`src/axi_rd_pkg.sv`:
```
package axi_rd_pkg;

  ////////////////////
  // Bus widths
  ////////////////////

  // Address and transfer size share one width
  localparam int addr_w = 32;
  localparam int data_w = 32;

  // One beat carries four bytes
  localparam int beat_bytes     = data_w / 8;
  localparam int log_beat_bytes = $clog2(beat_bytes);

  // Burst limit is the smaller of 256 beats and 4 KB of data
  localparam int burst_beats     = 256;
  localparam int log_burst_beats = $clog2(burst_beats);
  localparam int burst_bytes     = burst_beats * beat_bytes;

  // Beat count minus one and its part above one burst
  localparam int total_len_w = addr_w - log_beat_bytes;
  localparam int txn_w       = total_len_w - log_burst_beats;

  ////////////////////
  // Payloads
  ////////////////////

  // Reduced AR request where len counts beats minus one
  typedef struct packed {
    logic [addr_w-1:0]          addr;
    logic [log_burst_beats-1:0] len;
  } ar_req_t;

  // Data beat on the R channel and on the stream
  typedef struct packed {
    logic [data_w-1:0] data;
    logic              last;
  } r_beat_t;

  // Transfer as prepared for the AR issuer and the R tracker
  typedef struct packed {
    logic [addr_w-1:0]          base;
    logic [txn_w-1:0]           full_bursts;
    logic [log_burst_beats-1:0] final_len;
  } burst_plan_t;

endpackage

```
`src/xfer_setup.sv`:
```
`timescale 1ns/10ps

module xfer_setup (
  input  logic                      aclk,
  input  logic                      areset,
  input  logic                      ctrl_start,
  input  logic [axi_rd_pkg::addr_w-1:0] ctrl_addr_offset,
  input  logic [axi_rd_pkg::addr_w-1:0] ctrl_xfer_size,
  output logic                      launch,
  output axi_rd_pkg::burst_plan_t   plan
);

  import axi_rd_pkg::*;

  // Bits below one full burst
  localparam logic [addr_w-1:0] addr_mask = addr_w'(burst_bytes - 1);

  logic                   start_d1;
  logic [addr_w-1:0]      base_r;
  logic [total_len_w-1:0] total_len_r;

  ////////////////////
  // Start strobe delay
  ////////////////////

  // Stage one captures the request and stage two builds the plan
  always_ff @(posedge aclk) begin
    if (areset) begin
      start_d1 <= 1'b0;
      launch   <= 1'b0;
    end else begin
      start_d1 <= ctrl_start;
      launch   <= start_d1;
    end
  end

  ////////////////////
  // Request capture
  ////////////////////

  always_ff @(posedge aclk) begin
    if (ctrl_start) begin
      // Align down to a burst boundary
      base_r <= ctrl_addr_offset & ~addr_mask;
      // Beats minus one with a partial beat counted as a whole one
      if (ctrl_xfer_size[log_beat_bytes-1:0] != '0) begin
        total_len_r <= ctrl_xfer_size[addr_w-1:log_beat_bytes];
      end else begin
        total_len_r <= ctrl_xfer_size[addr_w-1:log_beat_bytes] - 1'b1;
      end
    end
  end

  // Split into full bursts and the length of the final one
  always_ff @(posedge aclk) begin
    if (start_d1) begin
      plan.base        <= base_r;
      plan.full_bursts <= total_len_r[total_len_w-1:log_burst_beats];
      plan.final_len   <= total_len_r[log_burst_beats-1:0];
    end
  end

endmodule
```
`config.mk`:
```
export PLATFORM = sky130hd
export DESIGN_NAME = xfer_setup
export DESIGN_NICKNAME = d
export VERILOG_FILES = /design/src/axi_rd_pkg.sv /design/src/xfer_setup.sv
export SDC_FILE = /design/constraint.sdc
export NUM_CORES = 1
export LEC_CHECK = 0
export ABC_AREA = 1
export BUFFER_PORTS_ARGS = -buffer_cell sky130_fd_sc_hd__buf_2
export CORE_MARGIN = 1.5
export CORE_UTILIZATION = 50
export DETAILED_ROUTE_END_ITERATION = 16
export PLACE_DENSITY = 0.78
export SLEW_MARGIN = 10
export SYNTH_ARGS = -nofsm -noshare
export SYNTH_HDL_FRONTEND = slang
export SYNTH_SLANG_ARGS = --single-unit
```
`constraint.sdc`:
```
create_clock -name aclk -period 3 [get_ports aclk]
set_input_delay 0.6 -clock aclk [delete_from_list [all_inputs] [get_ports aclk]]
set_output_delay 0.6 -clock aclk [all_outputs]
set_load 0.005 [all_outputs]
```
Yosys cells after proc, flatten, opt, wreduce, memory -nomap -nowiden
Cells that the tools add are included.
- bits in registers: 106
- latch bits: 0
- bits in writable memories: 0
- bits in read-only memories: 0
- output and inout bits: 63
- word-level logic and storage cells: 10
- memories: 0
- add/sub/neg operators: 1
- $mul: 0
- div/mod/pow operators: 0
- magnitude comparators: 0
- eq/ne operators: 0
- shifts and indexed selects: 0
- muxes and demuxes: 1
- bitwise gates (word level): 0
- reductions and logical operators: 1
- operators with widths (cell ; number):
    30-bit two-way mux ; 1
    30-bit by 1-bit subtractor with 30-bit output, second input constant ; 1
    2-bit nonzero test ; 1

Longest topological paths before layout
- word-level depth: 2
- mapped depth: 9

Least setup slack after synthesis
Ideal clock, no wire load.
- path kind: reg-to-reg
- start: register start_d1
- end: register plan[0] (netlist bit) (enable)
- setup time: 414 ps
- data arrival time: 1422 ps
- data required time: 2586 ps
- slack: 1164 ps
- stages on the path, launching flop included: 1
- buffers on the path: 0
- period minus slack after synthesis: 1836 ps
- path through: dfxtp_1
- RTL lines (element ; RTL line ; source):
    start: declaration ; xfer_setup.sv:18 ; logic start_d1;
    start signal: assignment ; xfer_setup.sv:32 ; start_d1 <= ctrl_start;
    end: declaration ; xfer_setup.sv:10 ; output axi_rd_pkg::burst_plan_t plan
No word-level cell between the ends.

Final worst setup path
- start: input port ctrl_xfer_size[2] (netlist bit)
- end: register total_len_r[26], data pin
- longest elaborated chain between the ends: 2
- ends and longest elaborated chain (element ; RTL line ; source):
    start: declaration ; xfer_setup.sv:8 ; input logic [axi_rd_pkg::addr_w-1:0] ctrl_xfer_size,
    30-bit by 1-bit subtractor with 30-bit output ; xfer_setup.sv:49 ; total_len_r <= ctrl_xfer_size[addr_w-1:log_beat_bytes] - 1'b1;
    30-bit two-way mux ; xfer_setup.sv:46 ; if (ctrl_xfer_size[log_beat_bytes-1:0] != '0) begin
    end signal: assignment ; xfer_setup.sv:47 ; total_len_r <= ctrl_xfer_size[addr_w-1:log_beat_bytes];
    end signal: assignment ; xfer_setup.sv:49 ;
    end: declaration ; xfer_setup.sv:20 ; logic [total_len_w-1:0] total_len_r;
Every way passes these cells.
A chain may end at the register's enable or synchronous reset.

==> qor.yml <==
outcome:
  outcome: "completed"
setup_path:
  crit_path_frequent_cell: "nand2_1"
  critPathLaunchType: "input port"
  crit_buf_inv: 2
  cp_max_fo: 5
  cp.arrival_ps: 1810
  r2r_slack_ps: 1550
  crit_slowest_cell: "ha_1"
  critical_path.max_stage_delay_ps: 310
  crit_family: "simple AND/OR/NAND/NOR gates"
  end_kind: "flip-flop"
  criticalPathCategory: "in2reg"
  required_ps: 3110
  worstPathCellList: "buf_2 > inv_1 > ha_1 > nand2_4 > nor2_4 > nand2_4 > nor2_8 > nand2_1 > nand2_1 > nand2_1"
route:
  drt-total-wl_mm: 7.65
  drtPass1Iterations: 4
  ant_nets: 0
  drtIter0Drc: 91
  wl_per_cell_microns: 14.0
  drc: 0
  vias_per_cell: 4.62
  routed-via-count: 2521
sta:
  setup_violations: 0
  fmax_ghz: 0.591
  slew_headroom_pct: 57.8
  slew_viol_final: 0
  hold_ws_ps: 405
  min_period_ps: 1690
  setup_tns_ps: 0
  worst_pin_slew_ps: 633
  finalCritPeriodShare_pct: 56.4
  hold_viol: 0
  fin_skew_ps: 13.0
  rsz0062_at_grt: "false"
pwr:
  comb_power_share_pct: 7.4
  swShare_pct: 21.7
  p_seq_share_pct: 62.7
  clkPwrFrac_pct: 29.9
  intPower_uw: 2230
  power_switching_uw: 617
  p_per_area_nw_per_um2: 558
  leakage_uw: 0.00214
  ir_drop_mv: 0.243
floorplan:
  die_h_microns: 95.1
  core_area_sq_um: 8220
  io_pins: 130
  initial_core_util_pct: 51.6
  dieArea_sq_um: 9040
  die_w_microns: 95.1
  num_rows: 33
layout:
  multi_input_area_sq_um: 897
  mostFrequentLayoutCells: "buf_2 (109), edfxtp_1 (104), nand2_1 (59)"
  fillers: 632
  syn_to_final_growth_pct: 20.4
  layout_commonest_cell: "buf_2"
  drive_gt1_share_pct: 32.7
  seq_area_sq_um: 3160
  finish.net_count: 503
job:
  maxCapViolCount: 0
cts:
  clock_latency_ps: 350
  cts_root_buffer: "clkbuf_8"
  cts-buffers-inserted: 9
  cts_tree: "built"
  clk_path_buf_depth: 2
  cts_hold_buf: 0
  htreeDepth: 3
  clock_sinks: 106
  cts.repair.resized: 0
  cts.clk_slew.worst_paths_ps: 100
  cts_setup_buffers: 0
synthesis:
  ys_warn_count: 0
  ys_types: 26
  netlist_area_sq_um: 4240
  syn_avg_cell_area_sq_um: 13.5
  seq_area_frac_synth_pct: 74.6
  ys_seq_elements: 106
  netlist_instances: 314
grt:
  grt_overflow: 0
  grt_pass1_vias: 2353
  grt_max_degree: 37
  antenna_found_initial: 1
  grt_first_pass_wirelength_mm: 11.4
  track_usage_pct: 17.2
min_path:
  hold_class: "in2reg"
placement:
  dp_hpwl_mm: 5.90
  globalplace.congestion: 0.883
  port_buffers: 109
synth_stat cells, drive strengths merged:
| library cell | instances | area (sq um) |
|---|---|---|
| edfxtp | 104 | 3120 |
| nand2 | 63 | 256 |
| nor2 | 48 | 243 |
| inv | 37 | 139 |
| nand3 | 19 | 100 |
| xor2 | 14 | 130 |
| buf | 10 | 75.1 |
| nand4 | 4 | 46.3 |
| o21ai | 4 | 20.0 |
| nor3 | 3 | 20.0 |
| xnor2 | 3 | 26.3 |
| dfxtp | 2 | 40.0 |
| a21oi | 1 | 5.00 |
| conb | 1 | 3.75 |
| ha | 1 | 12.5 |
kinds of logic after synthesis:
group           count (synthesis)  synth area share, %
compound gates                  5                0.590
fa+ha+maj                       1                0.295
flops                         106                 74.6
xor+xnor                       17                 3.69
other cells                     1               0.0884
simple gates                  137                 15.7
buf+inv                        47                 5.05
power groups by stage:
stage               registers (uW)  logic (uW)  clock network [uW]
finish                        1790         211                 853
global route                  1800         235                 928
CTS                           1790         214                 872
detailed placement            1820         214                   0
global placement              1810         207                   0
floorplan                     1830        68.9                   0
cell type report:
cell class              instances  share of cell area, %
inverters                      37                   2.72
multi-input cells             170                   17.6
well taps                     105                   2.57
flip-flops and latches        106                   62.0
diodes                          1                 0.0490
repair buffers                111                   11.2
clock buffers                   9                   2.43
clock inverters                 7                   1.49
per-stage QoR:
stage                     setup WS [ps]  utilization (%)  instance area [sq um]  instances  power [uW]
final                              1310             62.2                   5110        546        2850
after global routing               1190             62.2                   5110        546        2960
after CTS                          1310             62.1                   5100        545        2870
after detailed placement            922             59.7                   4900        529        2040
after global placement              969             59.7                   4900        529        2020
after floorplan                    1160                -                   4270        323        1900
final timing paths:
path                            depth (start not counted)                      start                         to
worst max register to register                          1        start_d1$_SDFF_PP0_         plan[22]$_DFFE_PP_
worst max-delay path                                   10          ctrl_xfer_size[2]  total_len_r[26]$_DFFE_PP_
worst min-delay path                                    2                     areset        start_d1$_SDFF_PP0_
worst min register to register                          0  total_len_r[16]$_DFFE_PP_         plan[16]$_DFFE_PP_
state kept, by name, summed over array words and instances (netlist names):
register / cells
base_r: 22
launch: 1
plan: 52
start_d1: 1
total_len_r: 30
routing by layer:
layer | up-vias | global-route usage, % | share of wire, %
met3 | 12 | 2.71 | 5.7
li1 | 1274 | - | -
met1 | 1141 | 22.9 | 43
met2 | 94 | 27.6 | 49
met5 | - | 0 | 0
met4 | 0 | 8.21 | 2.1
Power figures use the tool's default switching activity.
