`src/axi_rd_pkg.sv`:
```
package axi_rd_pkg;

  ////////////////////
  // Bus widths
  ////////////////////

  // Address and transfer size share one width
  localparam int addr_w = 32;
  localparam int data_w = 32;

  // One beat carries four bytes
  localparam int beat_bytes     = data_w / 8;
  localparam int log_beat_bytes = $clog2(beat_bytes);

  // Burst limit is the smaller of 256 beats and 4 KB of data
  localparam int burst_beats     = 256;
  localparam int log_burst_beats = $clog2(burst_beats);
  localparam int burst_bytes     = burst_beats * beat_bytes;

  // Beat count minus one and its part above one burst
  localparam int total_len_w = addr_w - log_beat_bytes;
  localparam int txn_w       = total_len_w - log_burst_beats;

  ////////////////////
  // Payloads
  ////////////////////

  // Reduced AR request where len counts beats minus one
  typedef struct packed {
    logic [addr_w-1:0]          addr;
    logic [log_burst_beats-1:0] len;
  } ar_req_t;

  // Data beat on the R channel and on the stream
  typedef struct packed {
    logic [data_w-1:0] data;
    logic              last;
  } r_beat_t;

  // Transfer as prepared for the AR issuer and the R tracker
  typedef struct packed {
    logic [addr_w-1:0]          base;
    logic [txn_w-1:0]           full_bursts;
    logic [log_burst_beats-1:0] final_len;
  } burst_plan_t;

endpackage

```
`src/r_tracker.sv`:
```
`timescale 1ns/10ps

module r_tracker (
  input  logic                    aclk,
  input  logic                    areset,
  input  logic                    launch,
  input  axi_rd_pkg::burst_plan_t plan,
  input  logic                    r_burst_end,
  output logic                    ctrl_done
);

  import axi_rd_pkg::*;

  logic final_burst;

  // Bursts still to arrive after the current one
  txn_counter #(
    .width (txn_w),
    .init  ('0)
  ) u_bursts_to_receive (
    .aclk       (aclk),
    .areset     (areset),
    .load       (launch),
    .incr       (1'b0),
    .decr       (r_burst_end),
    .load_value (plan.full_bursts),
    .count      (),
    .is_zero    (final_burst)
  );

  // One cycle pulse after the last beat of the final burst
  always_ff @(posedge aclk) begin
    if (areset) begin
      ctrl_done <= 1'b0;
    end else begin
      ctrl_done <= r_burst_end & final_burst;
    end
  end

endmodule

```
`src/txn_counter.sv`:
```
`timescale 1ns/10ps

module txn_counter #(
  parameter int               width = 8,
  parameter logic [width-1:0] init  = '0
) (
  input  logic             aclk,
  input  logic             areset,
  input  logic             load,
  input  logic             incr,
  input  logic             decr,
  input  logic [width-1:0] load_value,
  output logic [width-1:0] count,
  output logic             is_zero
);

  // Load wins over counting
  // Increment and decrement in one cycle leave the count alone
  always_ff @(posedge aclk) begin
    if (areset) begin
      count <= init;
    end else if (load) begin
      count <= load_value;
    end else if (incr && !decr) begin
      count <= count + 1'b1;
    end else if (decr && !incr) begin
      count <= count - 1'b1;
    end
  end

  // Flag taken straight from the register
  assign is_zero = (count == '0);

endmodule

```
`config.mk`:
```
export PLATFORM = sky130hd
export DESIGN_NAME = r_tracker
export DESIGN_NICKNAME = d
export VERILOG_FILES = /design/src/axi_rd_pkg.sv /design/src/r_tracker.sv /design/src/txn_counter.sv
export SDC_FILE = /design/constraint.sdc
export NUM_CORES = 1
export LEC_CHECK = 0
export ABC_AREA = 1
export BUFFER_PORTS_ARGS = -buffer_cell sky130_fd_sc_hd__clkbuf_2
export CAP_MARGIN = 5
export CORE_MARGIN = 2
export CORE_UTILIZATION = 34
export DETAILED_ROUTE_END_ITERATION = 7
export PLACE_DENSITY = 0.6
export SLEW_MARGIN = 20
export SYNTH_ARGS = -nofsm -noshare
export SYNTH_HDL_FRONTEND = slang
export SYNTH_HIERARCHICAL = 1
export SYNTH_SLANG_ARGS = --single-unit
export TNS_END_PERCENT = 20
```
`constraint.sdc`:
```
create_clock -name aclk -period 4.5 [get_ports aclk]
set_input_delay 0.9 -clock aclk [delete_from_list [all_inputs] [get_ports aclk]]
set_output_delay 0.9 -clock aclk [all_outputs]
set_load 0.01 [all_outputs]
```
==> Word-level counts from Yosys, hierarchy flattened <==
Index checks and enable logic that the tools add are counted.
{ "classes": {"n_addsub": 1, "n_mux": 2, "bitwise": 1, "reduce_logical": 2} }
{ "op_table": {"columns": ["cell", "count"], "rows": [
  ["$mux W22", 2],
  ["$logic_not A22 Y1", 1],
  ["$sub A22 B1 Y22 const B", 1],
  ["$reduce_bool A2 Y1", 1],
  ["$and A1 B1 Y1", 1]
]} }
{ "totals": {"register_bits": 23, "out_inout_bits": 1, "word_cells": 8} }

==> Logic depth before layout (Yosys ltp) <==
{ "logic_depth": {"ltp_word": 3, "ltp_mapped": 15, "mapped_depth_nobuf": 15} }

==> Modules after synthesis <==
Netlist, hierarchy kept.
{ "modules_own_cells": {"columns": ["module", "instances", "cells_per_inst", "area_per_inst_um2", "seq_area_each_um2"], "rows": [
  ["txn_counter", 1, 449, 2580.0, 440.4],
  ["r_tracker", 1, 4, 33.8, 20.0]
]} }

==> Worst setup path before layout <==
Ideal clock, no wire load.
{ "synth_timing": {"kind": "input to register", "from": "in launch", "to": "reg u_bursts_to_receive.count[11]", "setup_ns": 0.122, "arrival_time_ns": 1.844, "required_time_ns": 4.378, "path_slack_ns": 2.534, "cell_stages": 6, "path_buffers": 2, "path_cell_list": "buf_2 > nor3_4 > inv_4 > buf_4 > o21ai_0 > a21oi_2"} }
{ "synth_between": {"elab_chain_len": 1} }
{ "synth_rtl": {"columns": ["item", "line_no", "rtl"], "rows": [
  ["from (decl)", "r_tracker.sv:6", "input logic launch,"],
  ["$mux W22 or $reduce_bool A2 Y1 (tied branches)", null, null],
  ["to (signal assigned)", "txn_counter.sv:21", "count <= init;"],
  ["to (signal assigned)", "txn_counter.sv:23", "count <= load_value;"],
  ["to (signal assigned)", "txn_counter.sv:25", "count <= count + 1'b1;"],
  ["to (decl)", "txn_counter.sv:13", "output logic [width-1:0] count,"]
]} }
Several ways; a longest one is shown, not always the timed one.
A chain may end at the register's enable or synchronous reset.

==> Final worst setup path <==
{ "layout_timing": {"from": "in launch", "to": "reg u_bursts_to_receive.count[14]"} }
The elaborated chain is that of the path after synthesis.

==> flow_metrics.env <==
export IMPL_placed_area_sq_um=2820
export IMPL_nets=563
export IMPL_status="complete, no violations"
export IMPL_cts_tree="done"
export IMPL_grt_pass1_wl_um=11800
export IMPL_wl_per_cell_um=11.8
export IMPL_worstSetupPathDepth=5
export IMPL_p_seq_share_pct=28.1
export IMPL_ys_flop_type="dfxtp_1"
export IMPL_htree_num_levels=1
export IMPL_core_sq_um=7330
export IMPL_startpoint_type="input port"
export IMPL_vdd_drop_max_mv=0.183
export IMPL_routabilityCongestion=0.928
export IMPL_post_cts_resized=0
export IMPL_hold_class="reg -> reg"
export IMPL_vias_per_cell=4.77
export IMPL_slew_viol_final=0
export IMPL_r2r_cells=11
export IMPL_drt_pass1_iterations=5
export IMPL_crit_required_ns=4.70
export IMPL_ys_ff_latch=23
export IMPL_cts_hold_fix_buffers=0
export IMPL_r2r_start="u_bursts_to_receive/count[0]$_SDFFE_PP0P_"
export IMPL_ios=67
export IMPL_power_total_uw=903
export IMPL_switching_share_pct=46.9
export IMPL_grt_pass1_vias=2609
export IMPL_antenna_found_initial=0
export IMPL_die_area_sq_um=8410
export IMPL_diodes=0
export IMPL_slew_headroom_pct=39.2
export IMPL_row_count=31
export IMPL_p_leak_nw=1.59
export IMPL_postSynthCellCount=453
export IMPL_place_inst=569
export IMPL_slowest_delay_ns=0.74
export IMPL_drtAntennaViolNets=0
export IMPL_powerDensity_nw_per_um2=315
export IMPL_fin_cells=573
export IMPL_grt_overflow=0
export IMPL_die_w_um=91.7
export IMPL_critPathLaunch="launch"
export IMPL_clock_path_buffers=2
export IMPL_syn_area_sq_um=2610
export IMPL_async_flop_share_pct=0
export IMPL_crit_type="in -> reg"
export IMPL_power_frac_comb_pct=56.7
export IMPL_power_frac_clock_pct=15.2
export IMPL_dpl_hpwl_um=5500
export IMPL_area_delta_synth_final_pct=9.53
export IMPL_setup_viol=0
export IMPL_cp_arrival_ns=2.39
export IMPL_setup_worst_path_end="u_bursts_to_receive/count[14]$_SDFFE_PP0P_"
export IMPL_critPathTopFamily="buffers and inverters"
export IMPL_stdcell_area_sq_um=2860
export IMPL_portBuffers=26
export IMPL_cts_buffers_inserted=3
export IMPL_p_int_uw=479
export IMPL_nFillCells=806
export IMPL_regArea_sq_um=460
export IMPL_fmax_mhz=456
export IMPL_multi_input_area_sq_um=1810
export IMPL_start_util_pct=35.7
export IMPL_drt_total_wl_um=6780
export IMPL_whs_path_depth=2
export IMPL_critPathBufInv=2
export IMPL_drive_gt1_share_pct=12.0
export IMPL_die_h_um=91.7
export IMPL_grt_usage_pct=17.0
export IMPL_cp_max_fo=29
export IMPL_insertion_delay_ns=0.27
export IMPL_drtIter0Drc=131
export IMPL_tightest_slew_ns=0.911
export IMPL_path_cells="clkbuf_2 -> inv_1 -> o21ai_0 -> o21bai_1 -> a21oi_1"
export IMPL_tns_ns=0
export IMPL_synthesis_yosys_warnings=6
export IMPL_grt_start_max_net_pins=37
export IMPL_period_share_pct=48.7
export IMPL_maxCapViolCount=0
export IMPL_reg2reg_to="u_bursts_to_receive/count[12]$_SDFFE_PP0P_"
export IMPL_post_cts_buffers=0
export IMPL_drc=0
export IMPL_synth_edf_count=0
export IMPL_ff2ff_setup_slack_ns=2.36
export IMPL_ys_seq_area_share_pct=17.6
export IMPL_cpMaxStageDelayCell="inv_1"
export IMPL_avgSynthCellArea_sq_um=5.77
export IMPL_clk_pin_slew_worst_paths_ns=0.09
export IMPL_crit_path_end_kind="flip-flop"
export IMPL_power_switching_uw=424
export IMPL_hold_viol=0
export IMPL_rsz0062_at_grt="no"
export IMPL_post_route_min_period_ns=2.19
export IMPL_synth_cell_type_count=37
export IMPL_finClkSkew_ns=0.00591
export IMPL_cts_root_buf="clkbuf_8"
export IMPL_cts_sinks=23
export IMPL_num_vias=2734
state kept, by name, summed over array words and instances, names as in the netlist:
register / cells
u_bursts_to_receive/count: 22
ctrl_done: 1
tightest hold or removal path, cell delays in order, from the launching register on:
cell and delay (ns):
dfxtp_1 0.34, nand2_1 0.08, a21oi_2 0.05
metal layers:
metal	part of all wire [%]	vias up	routed length, um	track usage [%]
met2	45	57	3070	29.0
li1	-	1475	-	-
met3	3.3	6	221	1.31
met4	1.1	0	77	4.17
met5	0	-	0	0
met1	50	1196	3410	23.3
cells by family (layout without fill, tap and decap cells):
group                      count (synthesis)  in the layout  synth area share (%)
other                                      1              2                 0.143
buffers and inverters                     87            107                  13.2
DFF                                       23             23                  17.6
AOI/OAI and AO/OA                         64             64                  13.5
and+or+nand+nor                          247            247                  41.6
xor gates and xnor gates                   9              9                  3.02
adders and majority gates                 22             22                  10.8
power by group through the flow:
stage          registers, mW  clock network [mW]  logic [mW]
2_1_floorplan          0.249                   0       0.408
3_3_place_gp           0.258                   0       0.502
3_5_place_dp           0.258                   0       0.507
4_1_cts                0.253               0.145       0.510
5_1_grt                0.257               0.151       0.593
6_report               0.254               0.137       0.512
cells in the mapped netlist, types with 3 or more instances:
cell type / n / area share (%)
nand3_1: 28 / 5.4
nor4_1: 5 / 1.2
clkbuf_1: 4 / 0.57
nor3_1: 4 / 0.77
buf_2: 4 / 0.77
nor2_2: 5 / 1.2
a31oi_1: 8 / 1.9
o21ai_0: 22 / 4.2
or2_1: 3 / 0.72
nor2_1: 25 / 3.6
dfxtp_1: 23 / 18
nand4_1: 4 / 0.96
nand2_1: 154 / 22
inv_1: 73 / 10
xor2_1: 8 / 2.7
a21oi_1: 27 / 5.2
inv_2: 3 / 0.43
ha_1: 21 / 10
nand2_2: 9 / 2.2
cell type report:
type,instances,share of cell area [%]
clock buffers,4,1.57
inverters,77,10.2
multi-input cells,344,63.3
flip-flops and latches,23,16.1
well taps,99,4.33
repair buffers,26,4.55
cell usage in the layout, fill, tap and decap left out:
cell / Yosys / routed
or4_1: 1 / 1
inv_2: 3 / 3
nand2_2: 9 / 9
o21ai_0: 22 / 22
nor4_1: 5 / 5
nand2_1: 154 / 154
xnor2_1: 1 / 1
clkbuf_2: 0 / 26
or2_1: 3 / 3
o21bai_1: 2 / 2
inv_1: 73 / 73
nor2_2: 5 / 5
and2_4: 1 / 1
a21oi_4: 1 / 1
xor2_1: 8 / 8
nand3_2: 2 / 2
or2_2: 1 / 1
a21oi_1: 27 / 27
clkbuf_1: 4 / 1
conb_1: 1 / 2
dfxtp_1: 23 / 23
and3_1: 1 / 1
nand2_4: 2 / 2
inv_4: 1 / 1
or2_0: 1 / 1
nand4_1: 4 / 4
clkbuf_8: 0 / 3
nor2_1: 25 / 25
ha_1: 21 / 21
a31oi_1: 8 / 8
a21oi_2: 2 / 2
nor3_1: 4 / 4
fa_1: 1 / 1
nor3_4: 1 / 1
nand3_1: 28 / 28
o21ai_1: 2 / 2
how the worst min path moves through the flow:
stage / slack [ns] / end / start
after detailed placement: 0.49 / u_bursts_to_receive/count[19]$_SDFFE_PP0P_ / u_bursts_to_receive/count[19]$_SDFFE_PP0P_
after global placement: 0.48 / u_bursts_to_receive/count[18]$_SDFFE_PP0P_ / u_bursts_to_receive/count[18]$_SDFFE_PP0P_
after floorplan: 0.46 / u_bursts_to_receive/count[16]$_SDFFE_PP0P_ / u_bursts_to_receive/count[16]$_SDFFE_PP0P_
final: 0.50 / u_bursts_to_receive/count[19]$_SDFFE_PP0P_ / u_bursts_to_receive/count[19]$_SDFFE_PP0P_
after global routing: 0.53 / u_bursts_to_receive/count[18]$_SDFFE_PP0P_ / u_bursts_to_receive/count[18]$_SDFFE_PP0P_
after CTS: 0.50 / u_bursts_to_receive/count[17]$_SDFFE_PP0P_ / u_bursts_to_receive/count[17]$_SDFFE_PP0P_
through the flow:
step	util [%]	setup WS (ns)	hold slack, ns
after CTS	39.1	2.28	0.505
after detailed placement	38.4	2.00	0.486
final	39.1	2.31	0.505
after global placement	38.4	2.00	0.477
after global routing	39.1	2.09	0.526
after floorplan	-	2.53	0.457
Note: power is estimated with default switching activity, not from simulation.
