[src/axi_rd_pkg.sv]
package axi_rd_pkg;

  ////////////////////
  // Bus widths
  ////////////////////

  // Address and transfer size share one width
  localparam int addr_w = 32;
  localparam int data_w = 32;

  // One beat carries four bytes
  localparam int beat_bytes     = data_w / 8;
  localparam int log_beat_bytes = $clog2(beat_bytes);

  // Burst limit is the smaller of 256 beats and 4 KB of data
  localparam int burst_beats     = 256;
  localparam int log_burst_beats = $clog2(burst_beats);
  localparam int burst_bytes     = burst_beats * beat_bytes;

  // Beat count minus one and its part above one burst
  localparam int total_len_w = addr_w - log_beat_bytes;
  localparam int txn_w       = total_len_w - log_burst_beats;

  ////////////////////
  // Payloads
  ////////////////////

  // Reduced AR request where len counts beats minus one
  typedef struct packed {
    logic [addr_w-1:0]          addr;
    logic [log_burst_beats-1:0] len;
  } ar_req_t;

  // Data beat on the R channel and on the stream
  typedef struct packed {
    logic [data_w-1:0] data;
    logic              last;
  } r_beat_t;

  // Transfer as prepared for the AR issuer and the R tracker
  typedef struct packed {
    logic [addr_w-1:0]          base;
    logic [txn_w-1:0]           full_bursts;
    logic [log_burst_beats-1:0] final_len;
  } burst_plan_t;

endpackage

[src/ar_issuer.sv]
`timescale 1ns/10ps

module ar_issuer #(
  parameter int max_outstanding = 4
) (
  input  logic                    aclk,
  input  logic                    areset,
  input  logic                    launch,
  input  axi_rd_pkg::burst_plan_t plan,
  input  logic                    burst_drained,
  output logic                    m_axi_arvalid,
  output axi_rd_pkg::ar_req_t     m_axi_ar,
  input  logic                    m_axi_arready
);

  import axi_rd_pkg::*;

  // Vacancy runs from zero up to max_outstanding
  localparam int vac_w = $clog2(max_outstanding + 1);

  logic              arxfer;
  logic              idle;
  logic              last_burst;
  logic              ar_done;
  logic              stall;
  logic [addr_w-1:0] addr_r;

  assign arxfer  = m_axi_arvalid & m_axi_arready;
  assign ar_done = last_burst & arxfer;

  ////////////////////
  // Issue control
  ////////////////////

  // Idle until launch and again once the final burst is accepted
  always_ff @(posedge aclk) begin
    if (areset) begin
      idle <= 1'b1;
    end else if (launch) begin
      idle <= 1'b0;
    end else if (ar_done) begin
      idle <= 1'b1;
    end
  end

  // Valid drops on ready so at least one idle cycle separates requests
  always_ff @(posedge aclk) begin
    if (areset) begin
      m_axi_arvalid <= 1'b0;
    end else if (!idle && !stall && !m_axi_arvalid) begin
      m_axi_arvalid <= 1'b1;
    end else if (m_axi_arready) begin
      m_axi_arvalid <= 1'b0;
    end
  end

  // Step one full burst per accepted request
  always_ff @(posedge aclk) begin
    if (launch) begin
      addr_r <= plan.base;
    end else if (arxfer) begin
      addr_r <= addr_r + addr_w'(burst_bytes);
    end
  end

  // Short length only on the final burst
  assign m_axi_ar = '{
    addr: addr_r,
    len:  last_burst ? plan.final_len : log_burst_beats'(burst_beats - 1)
  };

  ////////////////////
  // Bookkeeping
  ////////////////////

  // Bursts left to request after the current one
  txn_counter #(
    .width (txn_w),
    .init  ('0)
  ) u_bursts_left (
    .aclk       (aclk),
    .areset     (areset),
    .load       (launch),
    .incr       (1'b0),
    .decr       (arxfer),
    .load_value (plan.full_bursts),
    .count      (),
    .is_zero    (last_burst)
  );

  // Free burst slots in the data FIFO
  // Stall AR when nothing is left
  txn_counter #(
    .width (vac_w),
    .init  (vac_w'(max_outstanding))
  ) u_vacancy (
    .aclk       (aclk),
    .areset     (areset),
    .load       (1'b0),
    .incr       (burst_drained),
    .decr       (arxfer),
    .load_value ('0),
    .count      (),
    .is_zero    (stall)
  );

endmodule

[src/txn_counter.sv]
`timescale 1ns/10ps

module txn_counter #(
  parameter int               width = 8,
  parameter logic [width-1:0] init  = '0
) (
  input  logic             aclk,
  input  logic             areset,
  input  logic             load,
  input  logic             incr,
  input  logic             decr,
  input  logic [width-1:0] load_value,
  output logic [width-1:0] count,
  output logic             is_zero
);

  // Load wins over counting
  // Increment and decrement in one cycle leave the count alone
  always_ff @(posedge aclk) begin
    if (areset) begin
      count <= init;
    end else if (load) begin
      count <= load_value;
    end else if (incr && !decr) begin
      count <= count + 1'b1;
    end else if (decr && !incr) begin
      count <= count - 1'b1;
    end
  end

  // Flag taken straight from the register
  assign is_zero = (count == '0);

endmodule

[config.mk]
export PLATFORM = sky130hd
export DESIGN_NAME = ar_issuer
export DESIGN_NICKNAME = d
export VERILOG_FILES = /design/src/axi_rd_pkg.sv /design/src/ar_issuer.sv /design/src/txn_counter.sv
export SDC_FILE = /design/constraint.sdc
export NUM_CORES = 1
export LEC_CHECK = 0
export ABC_AREA = 1
export BUFFER_PORTS_ARGS = -buffer_cell sky130_fd_sc_hd__buf_2
export CELL_PAD_IN_SITES_DETAIL_PLACEMENT = 0
export CELL_PAD_IN_SITES_GLOBAL_PLACEMENT = 1
export CORE_MARGIN = 4
export CORE_UTILIZATION = 33
export CTS_CLUSTER_SIZE = 25
export DETAILED_ROUTE_END_ITERATION = 8
export PLACE_DENSITY = 0.82
export SETUP_SLACK_MARGIN = 0.2
export SLEW_MARGIN = 30
export SYNTH_ARGS = -nofsm -noshare
export SYNTH_HDL_FRONTEND = slang
export SYNTH_SLANG_ARGS = --single-unit
[constraint.sdc]
create_clock -name aclk -period 1.7 [get_ports aclk]
set_clock_uncertainty 0.05 [all_clocks]
set_input_delay 0.34 -clock aclk [delete_from_list [all_inputs] [get_ports aclk]]
set_output_delay 0.34 -clock aclk [all_outputs]
set_load 0.05 [all_outputs]
# Word-level counts from Yosys, hierarchy flattened
# Index checks and enable logic that the tools add are counted.
[op_classes] n_addsub=4 n_mux=11 n_bitwise=2 reduce_logical=15
[ops] operator="2-to-1 mux 32 bit" n=2
[ops] operator="2-to-1 mux 22 bit" n=2
[ops] operator="adder 32 x 11 -> 32 bit, second input constant" n=1
[ops] operator="logical NOT 22 bit" n=1
[ops] operator="subtractor 22 x 1 -> 22 bit, second input constant" n=1
[ops] operator="2-to-1 mux 8 bit" n=1
[ops] operator="nonzero test 2 bit" n=4
[ops] operator="2-to-1 mux 3 bit" n=2
[ops] operator="logical NOT 1 bit" n=5
[ops] operator="logical AND 1 bit" n=4
[ops] operator="2-to-1 mux 1 bit" n=4
[ops] operator="adder 3 x 1 -> 3 bit, second input constant" n=1
[ops] operator="logical NOT 3 bit" n=1
[ops] operator="subtractor 3 x 1 -> 3 bit, second input constant" n=1
[ops] operator="bitwise AND 1 bit" n=2
[word_totals] ff_bits=59 inputBits=67 elab_cells=37

# Logic depth before layout (Yosys ltp)
# Gate-level depths: netlist of the first run.
[logic_depth] depth_word=5 depth_mapped=9 ltp_nobuf=9

# By module
# A second synthesis of the first run with hierarchy kept.
[hier_totals] cells_unflattened=746 hier_area_um2=4874.7
[by_module_without_submodules] module="txn_counter (u_bursts_left)" instances=1 cells_per_inst=448 area_per_inst_um2=2586.2
[by_module_without_submodules] module="ar_issuer" instances=1 cells_per_inst=258 area_per_inst_um2=2050.7
[by_module_without_submodules] module="txn_counter (u_vacancy)" instances=1 cells_per_inst=40 area_per_inst_um2=237.7

# Worst setup path before layout of the first run
# Ideal clock, no wire load.
[synth_timing] kind="register to register" startpoint="register addr_r[10]" endpoint="register addr_r[24], data pin" setup_ns=0.252 arrival_time_ns=1.770 required_time_ns=1.398 path_slack_ns=-0.372 stages_incl_launch_ff=10 path_cell_list="edfxtp_1 -> ha_1 -> nand2_1 -> nor2_4 -> nand3_2 -> nor2_4 -> nand2_2 -> xor2_1 -> nand2_1 -> nand2_1"
[synth_via] elab_chain_len=3
[synth_rtl] item="start, declared" line_no="ar_issuer.sv:26" rtl="logic [addr_w-1:0] addr_r;"
[synth_rtl] item="start signal, assigned" line_no="ar_issuer.sv:60" rtl="addr_r <= plan.base;"
[synth_rtl] item="start signal, assigned" line_no="ar_issuer.sv:62" rtl="addr_r <= addr_r + addr_w'(burst_bytes);"
[synth_rtl] item="adder 32 x 11 -> 32 bit" line_no="ar_issuer.sv:62"
[synth_rtl] item="2-to-1 mux 32 bit" line_no="ar_issuer.sv:61" rtl="end else if (arxfer) begin"
[synth_rtl] item="2-to-1 mux 32 bit" line_no="ar_issuer.sv:59" rtl="if (launch) begin"
# Every way passes these cells. The select of a mux whose other input is x is not followed.
# A chain may end at the register's enable or synchronous reset.

==> results of run 1 <==
## tightest hold or removal path, stage by stage
cell and delay [ns]:
buf_2 0.07, nand2_1 0.04, inv_1 0.04
## cell type report
| class | instances | area (µm²) |
|---|---|---|
| fillers | 1045 | 5184 |
| well taps | 140 | 175.2 |
| flip-flops and latches | 59 | 1508 |
| repair buffers | 182 | 1329 |
| clock inverters | 4 | 17.52 |
| inverters | 65 | 252.7 |
| multi-input cells | 381 | 2233 |
| clock buffers | 12 | 236.5 |
## worst paths after layout
path / cells after the start / end / startpoint
setup / recovery: 8 / m_axi_ar[7] / u_bursts_left.count[1]
hold / removal: 3 / addr_r[4] / plan[34]
setup reg to reg: 9 / addr_r[24] / addr_r[11]
hold reg to reg: 2 / idle / idle
## where the power goes
part	switching, mW	internal, mW	leakage (nW)
Clock	0.621	0.970	0.125
Sequential	0.103	1.65	0.541
Combinational	0.929	0.597	1.99
Total	1.65	3.21	2.66
## per-layer routing
layer	global-route usage [%]	vias up	wire length, µm
met4	6.334	0	230
met3	3.488	23	711
met5	0	-	0
li1	-	2050	-
met1	21.27	1837	4743
met2	30.99	139	6001
## cell families after synthesis
kind of cell	count (synthesis)	share of synthesized area, %
and+or+nand+nor	302	37.61
buffers and inverters	81	8.453
AOI/OAI and AO/OA	60	8.856
DFF	59	40.25
xor gates and xnor gates	14	3.287
adders and majority gates	4	1.543
## through the flow
step           setup TNS (ns)  cell area (µm²)  util (%)  power, mW  cells
2_1_floorplan          -3.624             3785         -      2.588    520
3_3_place_gp          -0.3408             4802     43.91      2.999    798
3_5_place_dp          -0.6907             4802     43.91      3.016    798
4_1_cts                -3.184             5403     49.41      4.750    827
5_1_grt                -4.309             5752     52.60      5.103    843
6_report               -3.290             5752     52.60      4.866    843
## placed cells by master (no fill, tap or decap), drive strengths merged, types with 5 or more instances in the layout
cell type	Yosys	layout
buf	12	182
nand2	176	176
inv	64	63
nor2	56	57
nand3	39	39
edfxtp	32	32
dfxtp	27	27
o21ai	26	26
a21oi	17	17
a31oi	14	14
clkbuf	4	12
nand4	11	11
xor2	10	10
nor3	10	10
nand3b	9	9
clkinv	1	5
## state kept, by name, indices dropped and copies added, names as in the netlist
name                 count
addr_r                  32
idle                     1
m_axi_arvalid            1
u_bursts_left.count     22
u_vacancy.count          3
## repair_timing
item                       in CTS  in global routing
setup endpoints to repair      29                 54
setup buffers                  12                 16
cloned                          1                  0
pin swaps                      21                 26
hold buffers                    0                  0
resized for setup              72                 70
hold endpoints to repair        0                  0
==> summary.txt, run 1 <==
Status
  • Failing checks: negative setup slack
  • Outcome: finished with violations

Drt
  • WL/cell: 13.86 µm
  • Vias: around 4000
  • Via-to-Cell Ratio: slightly below 5
  • Routed WL: 11690 µm
  • Drt pass-1 iters: 5
  • Drt initial violations: approximately 210
  • Post-route DRC: 0
  • Post-route ant nets: 0

Place
  • Detailed placement HPWL: between 8000 and 9000 µm
  • I/O Buffers: 107
  • Routability cong.: ~0.87
  • Post-Place Setup Slack: -0.09660 ns

STA
  • RSZ-0062 raised after global routing: yes
  • Final hold vios: 0
  • Final Worst Setup Slack: -0.4308 ns
  • Period Utilization, post-route: 125.3%
  • Relative slew slack: around two thirds
  • Worst Hold Slack: roughly 0.22 ns
  • # setup viols final: 8
  • Tmin final: 2.131 ns
  • Worst-margin pin slew: 0.5226 ns
  • Fmax: between 0.4 and 0.5 GHz
  • Fin. max-slew vios: 0

Layout
  • Inserted Diodes: 0
  • Area growth from synthesis to layout: 54.21%
  • Layout cells sized above 1: roughly two fifths
  • Final net count: 769

Setup path
  • CP delay by family, top: simple AND/OR/NAND/NOR gates
  • Flop2flop setup slack: 0.01 ns
  • CP arrival: approximately 1.7 ns
  • Largest stage delay on the critical path: 0.32 ns
  • WS Path Type: reg -> out
  • Critical Path Start Type: flip-flop
  • Slowest CP cell: dfxtp_2
  • Critical path required time: ~1.3 ns
  • Crit. End Element: primary output
  • Crit-path cells: inv_2 > ha_4 > nand3_4 > nor3_4 > nand3_4 > nor2_4 > nand3b_1 > buf_6
  • Crit Path Max Fanout: 4
  • CP Buf/Inv Count: 2
  • CP dominant cell by count: nand3_4

GRT
  • Global-route wire length before repair: roughly 18000 µm
  • Initial antenna violation count: 0
  • Largest net degree at the start of global routing: 40
  • GRT Resource Usage Total: about 18%
  • Vias in the first global route: ~3900
  • GRT overflow: 0

Clock tree
  • Worst-path clk slew: 0.05 ns
  • CTS Sinks: 59
  • Clk buf depth: 2
  • CTS tree: yes
  • Htree depth: 3
  • Later-pin clock latency in the skew report: ~0.33 ns
  • TritonCTS buffer count: 9
  • Root Driver: clkbuf_16

Synthesis
  • Synth cell types: 34
  • Mapped Avg Cell Area: around 7.2 µm²
  • #FFs+latches synth: 59
  • Share of the synthesized area in the top cell type: between 20 and 30%
  • Async set-reset flop share out of synthesis: 0%
  • Mapped Cells: 520
  • Synth Net Count: between 500 and 600
  • Post-synth EDFFs: 32
  • Synth Warn #: 0
  • Count leader, synth: nand2_1
  • Synthesized cell area: approximately 0.0037 mm²
  • Top cells by area, synth: edfxtp_1 (26%), nand2_1 (18%), dfxtp_1 (14%)
  • Dominant cell type by area after synthesis: edfxtp_1
  • Sequential area share after synthesis: about two fifths
  • Synth top cells by count: nand2_1 (175), inv_1 (57), nor2_1 (39)
  • Primary FF master, synth: edfxtp_1

Floorplan
  • I/O Pins: around 110
  • Row Count: 38
  • Core region area: 0.01094 mm²
  • Die ar.: between 0.01 and 0.015 mm²
  • Die height: roughly 110 µm
  • Die Width: approximately 110 µm
  • Initial core utilization: 34.11%

Pwr
  • Cell Pwr Density: approximately 850 mW/mm²
  • Worst VDD drop: 0.4151 mV
  • Static Leak: between 2 and 3 nW

Hold path
  • Worst Hold Class: in -> reg

Job
  • Max-cap violation count: 0
(Power assumes the default switching activity.)
==> run 2: changes to the inputs <==
CORE_UTILIZATION = 35   (was 33)
PLACE_DENSITY = not set   (was 0.82)
PLACE_DENSITY_LB_ADDON = 0.1   (was not set)
RECOVER_POWER = 50   (was not set)
SYNTH_HIERARCHICAL = 1   (was not set)
==> run 2 against run 1 <==
Against the previous run:
- the run still ends with negative setup slack left
- via count is 33% higher
- hold slack got worse by 0.0032 ns
- global-route usage up 1.8 points
- synthesized cell count grew 43%
- critical endpoint is now m_axi_ar[4]
- combinational power increased by 100%
- die area increased by 22%
- first-iteration DRC count grew 5.8%
==> summary.txt, run 2 <==
Drt
  • Wl on met1: 6722 µm (+42%)
  • Met2 routed WL: 8484 µm (+41%)
  • Vias: 5397 (+33%)
  • Drt pass-1 iters: 4 (-1)
  • Post-route DRC: 0 (unchanged)
  • Via-to-Cell Ratio: 4.718 (-1.8%)
  • DR top layer: met4
  • WL met3: 582 µm (-18%)
  • Drt initial violations: 218 (+5.8%)
  • Post-route ant nets: 0 (unchanged)
  • Routed WL: 15950 µm (+37%)
  • WL/cell: 13.94 µm (+0.60%)

Pwr
  • Cell Pwr Density: 861.8 mW/mm² (+1.9%)
  • Static Leak: 3.848 nW (+45%)
  • Worst VDD drop: 0.4811 mV (+16%)

Floorplan
  • I/O Pins: 108 (unchanged)
  • Die Width: 126.0 µm (+10%)
  • Initial core utilization: 36.24% (+2.1 points)
  • Core region area: 0.01345 mm² (+23%)
  • Die ar.: 0.01588 mm² (+22%)
  • Die height: 126.0 µm (+10%)
  • Row Count: 42 (+11%)

Synthesis
  • Mapped Avg Cell Area: 6.534 µm² (-8.9%)
  • Dominant cell type by area after synthesis: nand2_1
  • Post-synthesis adder-cell area fraction: 6.468% (+4.9 points)
  • #FFs+latches synth: 59 (unchanged)
  • Synth cell types: 41 (+21%)
  • Mux cell area share after synthesis: 0% (unchanged)
  • Top cells by area, synth: nand2_1 (20%), edfxtp_1 (20%), dfxtp_1 (11%)
  • Synth Warn #: 6 (+6)
  • Post-synth EDFFs: 32 (unchanged)
  • Synthesized cell area: 0.004875 mm² (+31%)
  • Combinational family with the most area after synthesis: simple AND/OR/NAND/NOR gates
  • Mapped Cells: 746 (+43%)
  • Sequential area share after synthesis: 30.80% (-9.5 points)
  • Synth top cells by count: nand2_1 (258), inv_1 (109), nor2_1 (55)
  • Count leader, synth: nand2_1
  • Simple-Gate Fraction of Synth Area: 40.22% (+2.6 points)
  • Primary FF master, synth: edfxtp_1
  • Synth Area in Compound Gates: 9.317% (+0.46 points)
  • Async set-reset flop share out of synthesis: 0% (unchanged)
  • Post-synthesis xor/xnor area fraction: 2.156% (-1.1 points)
  • Share of the synthesized area in the top cell type: 19.87% (-5.9 points)

Clock tree
  • Hold Buf Count CTS: 0 (unchanged)
  • Htree depth: 3 (unchanged)
  • Later-pin clock latency in the skew report: 0.33 ns (about the same)
  • Worst-path clk slew: 0.06 ns (about the same)
  • Root Driver: clkbuf_16
  • CTS tree: yes
  • CTS Sinks: 59 (unchanged)
  • Clk buf depth: 2 (unchanged)
  • TritonCTS buffer count: 9 (unchanged)

Status
  • Failing checks: negative setup slack
  • Outcome: finished with violations

Layout
  • Most frequent cells in the layout: nand2_1 (201), inv_1 (87), buf_2 (78)
  • Max reg flops: 32 (unchanged)
  • Largest register by flop count: addr_r
  • Area growth from synthesis to layout: 63.86%
  • Layout cells sized above 1: 48.65% (+7.1 points)
  • Biggest registers after layout: addr_r (32), u_bursts_left/count (22), u_vacancy/count (3)
  • Most common cell after layout, fill and taps aside: nand2_1
  • Final net count: 1052 (+37%)

STA
  • RSZ-0062 raised after global routing: yes
  • Fin. max-slew vios: 0 (unchanged)
  • Worst-margin pin slew: 1.124 ns (+0.6017 ns)
  • Final hold vios: 0 (unchanged)
  • Relative slew slack: 24.78% (-40 points)
  • Tmin final: 2.438 ns (+0.3067 ns)
  • Fmax: 0.4102 GHz (-13%)
  • Period Utilization, post-route: 143.4% (+18 points)
  • # setup viols final: 28 (+20)
  • Final Worst Setup Slack: -0.7375 ns (-0.3067 ns)
  • Worst Hold Slack: 0.2172 ns (-0.003154 ns)

GRT
  • Largest net degree at the start of global routing: 45 (+13%)
  • Vias in the first global route: 5328 (+38%)
  • GRT Resource Usage Total: 19.36% (+1.8 points)
  • Initial antenna violation count: 0 (unchanged)
  • GRT overflow: 0 (unchanged)
  • Global-route wire length before repair: 25110 µm (+37%)

Place
  • Post-Place Setup Slack: -0.4863 ns (-0.3897 ns)
  • Detailed placement HPWL: 11950 µm (+44%)
  • Routability cong.: 0.8300 (-4.8%)
  • I/O Buffers: 107 (unchanged)

Setup path
  • WS Path Type: reg -> out
  • Crit. End Element: primary output
  • CP arrival: 2.05 ns (+0.31 ns)
  • Critical path required time: 1.31 ns (about the same)
  • Critical Path Start Type: flip-flop
  • Crit Path Max Fanout: 4 (unchanged)

Hold path
  • Worst Hold Class: in -> reg

Job
  • Max-cap violation count: 0 (unchanged)
-- run 2: cell families (layout without fill, tap and decap cells) --
logic type,after synthesis,in the layout
and+or+nand+nor,436,436
AOI/OAI and AO/OA,82,82
DFF,59,59
buffers and inverters,132,344
xor gates and xnor gates,12,12
other,1,11
adders and majority gates,24,24
-- run 2: metal layers --
metal  up-vias  GRT usage [%]
li1       2783              -
met1      2518          23.39
met2        81          36.09
met3        15          2.413
met4         0          5.110
met5         -              0
-- run 2: cell type report --
type,instances,area (µm²)
Clock buffer,10,229.0
Inverter,117,444.2
Timing Repair inverter,1,7.507
Timing Repair Buffer,210,1513
Sequential cell,59,1525
Antenna cell,2,5.005
Fill cell,1253,5465
Tap cell,176,220.2
Clock inverter,6,80.08
Multi-Input combinational cell,563,3964
-- run 2: power by group --
| part | internal [mW] | switching [mW] |
|---|---|---|
| sequential | 1.69 | 0.160 |
| clock | 1.27 | 0.646 |
| combinational | 1.34 | 1.78 |
-- run 2: worst paths after layout --
kind / start / to / slack [ns] / cells past startpoint
min reg2reg: idle / idle / 0.44 / 2
max reg2reg: u_bursts_left/count[0] / u_bursts_left/count[16] / -0.21 / 14
min: plan[34] / addr_r[4] / 0.22 / 3
max: u_bursts_left/count[4] / m_axi_ar[4] / -0.74 / 7
-- run 2: repair_timing --
action,in CTS,in global routing
endpoints found under the hold margin,0,0
pin swaps,69,74
endpoints found under the setup margin,41,58
gates cloned,1,0
buffers inserted,19,24
resized for setup,149,123
-- run 2: metrics by stage --
step	power [mW]	util [%]	instance area, µm²	setup TNS, ns	cells
finish	6.883	59.38	7988	-8.377	1144
CTS	6.599	55.01	7401	-8.108	1118
global route	7.285	59.34	7983	-10.93	1142
global placement	4.196	47.33	6367	-4.938	1082
floorplan	3.429	-	5219	-2.479	754
detailed placement	4.234	47.33	6367	-5.643	1082
-- run 2: worst max-delay path, cell delays in order, from the launching register on --
cell and delay (ns):
dfxtp_2 0.33, nor4_4 0.28, nand4_1 0.18, nor4_4 0.26, buf_4 0.17, clkinvlp_4 0.10, or2_4 0.26, buf_6 0.15
